**config.mk**
```make
export PLATFORM = sky130hd
export DESIGN_NAME = ita_weight_controller
export DESIGN_NICKNAME = d
export VERILOG_FILES = /design/src/common/ita_package.sv /design/src/ita_weight_controller.sv
export SDC_FILE = /design/constraint.sdc
export NUM_CORES = 1
export LEC_CHECK = 0
export BUFFER_PORTS_ARGS = -buffer_cell sky130_fd_sc_hd__buf_2
export CAP_MARGIN = 25
export CELL_PAD_IN_SITES_DETAIL_PLACEMENT = 1
export CELL_PAD_IN_SITES_GLOBAL_PLACEMENT = 2
export CORE_MARGIN = 1.5
export CORE_UTILIZATION = 38
export CTS_CLUSTER_DIAMETER = 200
export CTS_CLUSTER_SIZE = 30
export DETAILED_ROUTE_END_ITERATION = 12
export PLACE_DENSITY = 0.75
export SETUP_SLACK_MARGIN = 0.3
export SLEW_MARGIN = 20
export SYNTH_ARGS = -nofsm -noshare
export SYNTH_HDL_FRONTEND = slang
export SYNTH_SLANG_ARGS = --single-unit
```
**constraint.sdc**
```tcl
create_clock -name clk_i -period 9.04 [get_ports clk_i]
set_clock_uncertainty 0.15 [all_clocks]
set_input_delay 0.904 -clock clk_i [delete_from_list [all_inputs] [get_ports clk_i]]
set_output_delay 0.904 -clock clk_i [all_outputs]
set_load 0.01 [all_outputs]
```
**src/common/ita_package.sv**
```systemverilog
// ITA datapath package
// Widths, lane counts and packed data types of the matrix-vector datapath

package ita_package;

  // Output lanes and inner lanes per tile
  localparam int unsigned N = 4;
  localparam int unsigned M = 4;

  // Input/weight, bias and accumulator widths
  localparam int unsigned WI = 8;
  localparam int unsigned WB = 16;
  localparam int unsigned WA = 26;

  typedef logic signed [WI-1:0] ita_data_t;
  typedef logic signed [WB-1:0] ita_bias_elem_t;
  typedef logic signed [WA-1:0] ita_acc_t;

  // One input beat
  typedef ita_data_t [M-1:0] inp_t;

  // One weight tile, lane n holds row n
  typedef inp_t [N-1:0] weight_t;

  typedef ita_bias_elem_t [N-1:0] bias_t;

  // Products and accumulator results
  typedef ita_acc_t [N-1:0] oup_t;

  // Requantized output beat
  typedef logic [N-1:0][WI-1:0] requant_oup_t;

endpackage

```
**src/ita_weight_controller.sv**
```systemverilog
// ITA weight buffer
// Two-entry ping-pong store for weight tiles between the weight port and the datapath
`timescale 1ns/1ps

module ita_weight_controller
  import ita_package::*;
(
  input  logic    clk_i,
  input  logic    rst_ni,
  input  logic    inp_weight_valid_i,
  input  weight_t inp_weight_i,
  input  logic    weight_ready_i,
  output logic    inp_weight_ready_o,
  output logic    weight_valid_o,
  output weight_t weight_o
);

  weight_t    buf_q [2];
  logic       wr_ptr_q, rd_ptr_q;
  logic [1:0] count_q, count_d;
  logic       wr_en, rd_en;
  logic       ready_q;

  assign wr_en = inp_weight_valid_i && ready_q;
  assign rd_en = weight_ready_i && weight_valid_o;

  assign inp_weight_ready_o = ready_q;
  assign weight_valid_o     = (count_q != 2'd0);
  assign weight_o           = buf_q[rd_ptr_q];

  always_comb begin
    count_d = count_q;
    if (wr_en) begin
      count_d = count_d + 2'd1;
    end
    if (rd_en) begin
      count_d = count_d - 2'd1;
    end
  end

  always_ff @(posedge clk_i, negedge rst_ni) begin
    if (!rst_ni) begin
      wr_ptr_q <= 1'b0;
      rd_ptr_q <= 1'b0;
      count_q  <= 2'd0;
      ready_q  <= 1'b0;
    end else begin
      count_q <= count_d;
      // Room for another tile while fewer than two are held
      ready_q <= (count_d < 2'd2);
      if (wr_en) begin
        wr_ptr_q <= !wr_ptr_q;
      end
      if (rd_en) begin
        rd_ptr_q <= !rd_ptr_q;
      end
    end
  end

  always_ff @(posedge clk_i) begin
    if (wr_en) begin
      buf_q[wr_ptr_q] <= inp_weight_i;
    end
  end

endmodule

```
==> impl_metrics.tcl, run 1 <==
set metrics [dict create \
    max_freq_mhz 249.8 \
    synth_top_area_share_pct 80.62 \
    drcViolationCount 0 \
    dp_cells 996 \
    ys_top_cells_by_area "edfxtp_1, mux2_2, dfrtp_1, buf_6, xnor2_1" \
    core-area_um2 24460 \
    drv_slew 0 \
    max_cap_violations 0 \
    drtIter0Drc 288 \
    finalSetupViolCount 0 \
    cts_max_path_buffers 3 \
    synth.distinct_cells 17 \
    io_pins 262 \
    grt_setup_unrepaired "no" \
    p_leak_nw 4.192 \
    clk_pin_slew_ns 0.11 \
    io_buffers 261 \
    ys_warn_count 0 \
    dpl_worst_slack_ns 5.496 \
    vias_per_cell 4.683 \
    finalCritPeriodShare_pct 44.29 \
    vdd_drop_max_uv 146.4 \
    post-synth-top-count-cell "edfxtp_1" \
    cts_resized 0 \
    finalPower_mw 3.292 \
    r2r-end "buf_q[0][103]" \
    r2r_cells 4 \
    final_cells 1018 \
    setup_ws_ns 5.036 \
    finalNetCount 819 \
    status "finished clean" \
    post_cts_buffers 0 \
    final_core_util_pct 47.05 \
    syn_area_um2 9535 \
    ys_seq_area_share_pct 81.93 \
    grt_pass1_vias 5235 \
    postPlaceCellArea_um2 11150 \
    h-tree-depth 1 \
    grt_max_degree 69 \
    dieArea_um2 26050 \
    syn_area_per_cell_um2 22.65 \
    area_growth_pct 20.71 \
    tightest_slew_ns 0.9632 \
    path_class "flop to output port" \
    grt_pass1_wl_mm 29.28 \
    async_reset_ff_share_pct 1.916 \
    cts_tree "yes" \
    ys.flop_type "edfxtp_1" \
    synth_nets 554 \
    cts_root_buf "clkbuf_16" \
    setup_tns_ns 0 \
    cts-hold-fix-buffers 0 \
    first_pass_iters 4 \
    reg2reg_setup_slack_ns 6.21 \
    nFillCells 2395 \
    cp_max_fo 68 \
    finalCriticalPeriod_ns 4.004 \
    die_w_um 161.4 \
    start_util_pct 38.98 \
    critPathArrivalTime_ns 2.95 \
    r2r_start "inp_weight_ready_o" \
    hpwl_mm 13.08 \
    synthTopCellsByCount "edfxtp_1, mux2_2, buf_6" \
    yosys.area.top_type "edfxtp_1" \
    hold_violations 0 \
    antenna_found_initial 5 \
    gp_congestion 0.7333 \
    wl_mm 19.10 \
    dieHeight_um 161.4 \
    critPathRequiredTime_ns 7.99 \
    stdcell_area_um2 11510 \
    antenna_left 0 \
    whs_ns 0.07537 \
    clock_sinks 261 \
    synthCells 421 \
    post_drt_wl_per_cell_um 18.76 \
    drive_gt1_share_pct 59.80 \
    num_rows 57 \
    powerDensity_nw_per_um2 286.0 \
    start_kind "flop" \
    critPathLaunch "rd_ptr_q" \
    synth-seq-cells 261 \
    clock_latency_ns 0.48 \
    grt-ovfl-total 0 \
    endpoint_kind "output port" \
    vias 4767 \
    synth-edff-count 256 \
    cts_buffers 12 \
    endpoint "weight_o[69]" \
    grtUsageTotal_pct 14.47 \
    max_slew_margin_pct 35.79 \
    hp-class "input port to asynchronous set/reset pin" \
]
## sequential cells by signal, summed over array words and instances, names as in the netlist
signal,count
buf_q,256
count_q,2
inp_weight_ready_o,1
rd_ptr_q,1
wr_ptr_q,1
## cell usage in the layout (no fill, tap or decap)
cell type	count
xor2_1	1
inv_1	3
nand2b_1	1
nor3b_2	1
diode_2	5
mux2_2	129
nand2_1	1
ha_1	1
dfrtp_4	1
buf_4	4
buf_2	261
xnor2_1	5
clkbuf_16	13
inv_8	1
mux2i_1	1
edfxtp_1	256
and3_4	1
dfrtp_1	4
nor2_4	1
nand3b_1	1
clkbuf_1	3
## area by class of cell
| cell class | count | area (µm²) | area share (%) |
|---|---|---|---|
| Antenna cell | 5 | 12.51 | 0.1087 |
| Timing Repair Buffer | 265 | 1336 | 11.61 |
| Multi-Input combinational cell | 143 | 1580 | 13.73 |
| Inverter | 3 | 11.26 | 0.09784 |
| Tap cell | 324 | 405.4 | 3.522 |
| Sequential cell | 261 | 7816 | 67.91 |
| Clock buffer | 16 | 336.6 | 2.924 |
| Clock inverter | 1 | 11.26 | 0.09784 |
## how the worst min path moves through the flow
stage	slack, ns	depth (start not counted)	from	end
final	0.08	1	rst_ni	count_q[0]
after global routing	0.05	1	rst_ni	count_q[0]
after CTS	0.05	1	rst_ni	rd_ptr_q
after detailed placement	0.39	1	wr_ptr_q	wr_ptr_q
after global placement	0.37	1	count_q[0]	count_q[0]
after floorplan	0.31	1	wr_ptr_q	wr_ptr_q
## critical path: stages (launching register included)
cell and delay (ns):
dfrtp_4 0.97, buf_4 0.82, mux2_2 0.44, buf_2 0.14
## cell families (layout without fill, tap and decap cells)
logic type / Yosys count / count (layout) / share of synthesized area (%)
adders and majority gates: 1 / 1 / 0.1312
xor gates and xnor gates: 6 / 6 / 0.5511
and+or+nand+nor: 6 / 6 / 0.4199
DFF: 261 / 261 / 81.93
muxes: 130 / 130 / 15.34
buffers and inverters: 17 / 285 / 1.627
other: 0 / 5 / 0
## layer usage
| metal | GRT usage (%) | routed length [µm] | vias up |
|---|---|---|---|
| li1 | - | - | 2198 |
| met1 | 17.75 | 7515 | 2369 |
| met2 | 24.93 | 9621 | 173 |
| met3 | 4.545 | 1681 | 23 |
| met4 | 3.367 | 259 | 4 |
| met5 | 0 | 21 | - |
## where the power goes
group          internal [mW]  total [mW]  switching, mW  leakage [nW]
sequential              1.59        1.69          0.105          2.41
clock                  0.268       0.614          0.346         0.170
combinational          0.465       0.985          0.520          1.61
Power figures use the tool's default switching activity.
==> inputs of run 2 (changes only) <==
- clock period: 9.04 -> 4.1 ns (I/O delays scaled with it)
==> impl_metrics.tcl, run 2 (synthesized netlist as in run 1, its figures left out) <==
set metrics [dict create \
    busiest_layer "met2" \
    power.switching_mw 2.200 \
    nFillCells 2294 \
    holdCritStartpoint "weight_ready_i" \
    largest_reg_flops 256 \
    vias 5220 \
    finalNetCount 948 \
    mostFrequentLayoutCells "buf_2, edfxtp_1, mux2_2, dlygate4sd3_1, clkbuf_16" \
    cts_max_path_buffers 3 \
    post_drt_wl_per_cell_um 18.42 \
    drive_gt1_share_pct 50.37 \
    powerDensity_nw_per_um2 578.6 \
    max_freq_mhz 376.1 \
    p_comb_share_pct 32.9 \
    drcViolationCount 0 \
    start_kind "flop" \
    finalCriticalPeriod_ns 2.659 \
    clock_sinks 261 \
    finalPower_mw 7.414 \
    io_pins 262 \
    gp_congestion 0.7263 \
    cts_resized 0 \
    critPathArrivalTime_ns 2.10 \
    cts_buffers 12 \
    r2r_cells 2 \
    p_leak_nw 4.738 \
    setup_tns_ns 0 \
    max_cap_violations 0 \
    met3_usage_pct 4.725 \
    hpwl_mm 12.77 \
    grt_use_met1_pct 20.01 \
    cts_tree "yes" \
    final_core_util_pct 52.38 \
    vias_per_cell 4.571 \
    post_cts_buffers 0 \
    tightest_slew_ns 0.9313 \
    core-area_um2 24460 \
    drv_slew 0 \
    grt_pass1_wl_mm 32.64 \
    grt-ovfl-total 0 \
    setup_ws_ns 1.441 \
    clk_pin_slew_ns 0.11 \
    finalSetupViolCount 0 \
    num_rows 57 \
    grt_max_degree 130 \
    antenna_found_initial 1 \
    pwr-share-seq_pct 48.8 \
    io_buffers 261 \
    wl_mm 21.03 \
    antenna_left 0 \
    p_int_mw 5.214 \
    hold_path_depth 3 \
    cp_max_fo 129 \
    dieHeight_um 161.4 \
    clock_latency_ns 0.48 \
    critPathRequiredTime_ns 3.54 \
    max_slew_margin_pct 37.91 \
    dpl_worst_slack_ns 1.735 \
    p_sw_share_pct 29.67 \
    p_clk_share_pct 18.3 \
    first_pass_iters 4 \
    dieArea_um2 26050 \
    hp-class "input port to flop" \
    grt_setup_unrepaired "no" \
    finalCritPeriodShare_pct 64.85 \
    r2r-end "buf_q[1][37]" \
    start_util_pct 38.98 \
    final_common_cell "buf_2" \
    hold_violations 0 \
    grt_pass1_vias 5904 \
    r2r_start "wr_ptr_q" \
    vdd_drop_max_uv 403.8 \
    largestRegisters "buf_q x256, count_q x2" \
    drtIter0Drc 285 \
    status "finished clean" \
    path_class "flop to output port" \
    cts_root_buf "clkbuf_16" \
    grtUsageTotal_pct 15.94 \
    met2_usage_pct 27.31 \
    h-tree-depth 1 \
    endpoint_kind "output port" \
    antennaDiodeCount 0 \
    die_w_um 161.4 \
    whs_ns 0.1093 \
    regMostFlops "buf_q" \
    hold-path-endpoint "rd_ptr_q" \
    area_growth_pct 34.38 \
    reg2reg_setup_slack_ns 1.79 \
]
==> run 2: worst max path at each step <==
| stage | startpoint | end | slack [ns] | cells past startpoint |
|---|---|---|---|---|
| final | rd_ptr_q | weight_o[38] | 1.44 | 3 |
| after global routing | rd_ptr_q | weight_o[66] | 1.34 | 3 |
| after CTS | rd_ptr_q | weight_o[25] | 1.40 | 3 |
| after detailed placement | inp_weight_valid_i | buf_q[1][0] | 1.73 | 3 |
| after global placement | inp_weight_valid_i | buf_q[1][1] | 1.81 | 3 |
| after floorplan | inp_weight_ready_o | buf_q[0][0] | 1.02 | 2 |
==> run 2: power groups by stage <==
stage / Clock, mW / Sequential (mW) / Combinational (mW)
after floorplan: 0 / 3.66 / 1.56
after detailed placement: 0 / 3.68 / 2.36
after global placement: 0 / 3.65 / 2.32
after global routing: 1.48 / 3.67 / 2.62
final: 1.36 / 3.62 / 2.44
after CTS: 1.41 / 3.62 / 2.48
==> run 2: metal layers <==
metal  vias up  share of wire (%)
met2       185                 50
li1       2435                  -
met3        19                7.4
met1      2581                 41
met5         -                  0
met4         0                1.6
==> run 2: what timing repair did <==
action | in CTS | in global routing
hold buffers | 129 | 0
endpoints found under the setup margin | 0 | 0
endpoints found under the hold margin | 261 | 0
==> run 2: area by class of cell <==
cell class	instances	area, µm²	area share [%]
clock buffer	16	336.6	2.627
clock inverter	1	11.26	0.08788
inverter	3	11.26	0.08788
multi-input combinational	143	1580	12.33
sequential	261	7816	61.00
tap	324	405.4	3.164
timing repair buffer	394	2653	20.70
==> run 2: worst max-delay path: stages, from the launching register on <==
cell	delay [ns]
dfrtp_4	0.43
buf_12	0.54
mux2_2	0.41
buf_2	0.15
==> run 2: stage by stage <==
stage / cell area (µm²) / cells
after global routing: 12810 / 1142
after global placement: 11170 / 996
after detailed placement: 11170 / 996
after floorplan: 9544 / 421
final: 12810 / 1142
after CTS: 12810 / 1142
==> inputs of run 3 (changes only) <==
- clock period: 4.1 -> 2.8 ns (I/O delays scaled with it)
==> impl_metrics.tcl, run 3 (synthesized netlist as in run 1, its figures left out) <==
set metrics [dict create \
    clk_pin_slew_ns 0.12 \
    cts_tree "yes" \
    h-tree-depth 1 \
    cp_max_fo 86 \
    mostFrequentLayoutCells "buf_2, edfxtp_1, dlygate4sd3_1, mux2_2, clkbuf_16" \
    io_pins 262 \
    cts_max_path_buffers 3 \
    p_comb_share_pct 33.2 \
    final_common_cell "buf_2" \
    clock_latency_ns 0.49 \
    antenna_left 0 \
    pwr-share-seq_pct 48.6 \
    r2r_cells 2 \
    critPathArrivalTime_ns 1.99 \
    hp-class "input port to flop" \
    powerDensity_nw_per_um2 844.4 \
    clock_sinks 261 \
    reg2reg_setup_slack_ns 0.85 \
    max_cap_violations 0 \
    power.switching_mw 3.229 \
    dieArea_um2 26050 \
    r2r_start "inp_weight_ready_o" \
    hold_path_depth 2 \
    gp_congestion 0.7048 \
    drv_slew 0 \
    p_int_mw 7.682 \
    regMostFlops "buf_q" \
    cts_buffers 12 \
    finalCritPeriodShare_pct 86.33 \
    r2r-end "buf_q[1][22]" \
    grt_setup_unrepaired "no" \
    vdd_drop_max_uv 601.1 \
    hold-path-endpoint "buf_q[1][107]" \
    vias 5264 \
    drcViolationCount 0 \
    p_clk_share_pct 18.2 \
    max_slew_margin_pct 64.82 \
    first_pass_iters 4 \
    p_leak_nw 4.781 \
    post_drt_wl_per_cell_um 18.42 \
    start_kind "flop" \
    dieHeight_um 161.4 \
    hpwl_mm 13.13 \
    finalCriticalPeriod_ns 2.417 \
    cts_root_buf "clkbuf_16" \
    tightest_slew_ns 0.5277 \
    die_w_um 161.4 \
    start_util_pct 38.98 \
    path_class "flop to output port" \
    largestRegisters "buf_q x256, count_q x2" \
    stdcell_area_um2 12920 \
    post_cts_buffers 0 \
    finalPower_mw 10.91 \
    antenna_found_initial 2 \
    p_sw_share_pct 29.59 \
    postPlaceCellArea_um2 11240 \
    grt_max_degree 87 \
    area_growth_pct 35.49 \
    grt_pass1_vias 5948 \
    wl_mm 21.18 \
    max_freq_mhz 413.7 \
    drive_gt1_share_pct 50.49 \
    finalSetupViolCount 0 \
    finalNetCount 954 \
    vias_per_cell 4.577 \
    grt-ovfl-total 0 \
    core-area_um2 24460 \
    drtIter0Drc 288 \
    grtUsageTotal_pct 16.01 \
    io_buffers 261 \
    endpoint_kind "output port" \
    critPathRequiredTime_ns 2.37 \
    num_rows 57 \
    holdCritStartpoint "inp_weight_i[107]" \
    status "finished clean" \
    largest_reg_flops 256 \
    hold_violations 0 \
    grt_pass1_wl_mm 32.62 \
]
==> run 3: cell count changes in the layout (fill, tap and decap cells not counted), sizes merged <==
cell	before	now
buf	265	268
diode	0	2
dlygate4sd3	129	132
==> run 3: cell type report <==
class                      instances  area (µm²)
fill                            2299       11540
sequential                       261        7816
timing repair buffer             400        2746
multi-input combinational        143        1588
tap                              324       405.4
clock buffer                      16       336.6
clock inverter                     1       11.26
inverter                           3       11.26
antenna                            2       5.005
==> run 3: through the flow <==
step / cells / setup TNS (ns) / hold slack, ns / utilization, % / setup slack [ns]
global placement: 999 / 0 / -0.04266 / 45.96 / 0.8860
detailed placement: 999 / 0 / -0.04001 / 45.96 / 0.8362
finish: 1150 / 0 / 0.3588 / 52.82 / 0.3828
floorplan: 421 / -26.88 / -0.1656 / - / -0.2100
global route: 1150 / 0 / 0.3519 / 52.82 / 0.3159
CTS: 1148 / 0 / 0.3251 / 52.78 / 0.3066
==> run 3: critical path, stage by stage, from the launching register on <==
cell     delay (ns)
dfrtp_4        0.45
buf_12         0.36
mux2_2         0.42
buf_2          0.15
==> run 3: timing repair <==
item,4_1_cts,5_1_grt
endpoints found under the setup margin,0,43
gates resized for setup,0,1
endpoints found under the hold margin,264,0
hold buffers,132,0
==> run 3: power groups by stage <==
stage | clock network (mW) | registers [mW] | logic (mW)
3_3_place_gp | 0 | 5.34 | 3.45
5_1_grt | 2.15 | 5.38 | 3.90
6_report | 1.98 | 5.31 | 3.62
2_1_floorplan | 0 | 5.36 | 2.29
3_5_place_dp | 0 | 5.40 | 3.51
4_1_cts | 2.06 | 5.30 | 3.68
==> run 3: how the worst max path moves through the flow <==
stage / to / slack, ns / cells past startpoint / startpoint
2_1_floorplan: buf_q[0][0] / -0.21 / 2 / inp_weight_ready_o
3_3_place_gp: weight_o[84] / 0.89 / 3 / rd_ptr_q
3_5_place_dp: buf_q[1][28] / 0.84 / 2 / inp_weight_ready_o
4_1_cts: weight_o[84] / 0.31 / 3 / rd_ptr_q
5_1_grt: weight_o[16] / 0.32 / 3 / rd_ptr_q
6_report: weight_o[16] / 0.38 / 3 / rd_ptr_q
==> run 3: metal layers <==
layer | vias up | track usage, % | wire, µm
met1 | 2602 | 18.82 | 8330
li1 | 2458 | - | -
met2 | 168 | 29.28 | 11160
met5 | - | 0 | 0
met4 | 0 | 4.503 | 515
met3 | 36 | 3.544 | 1178
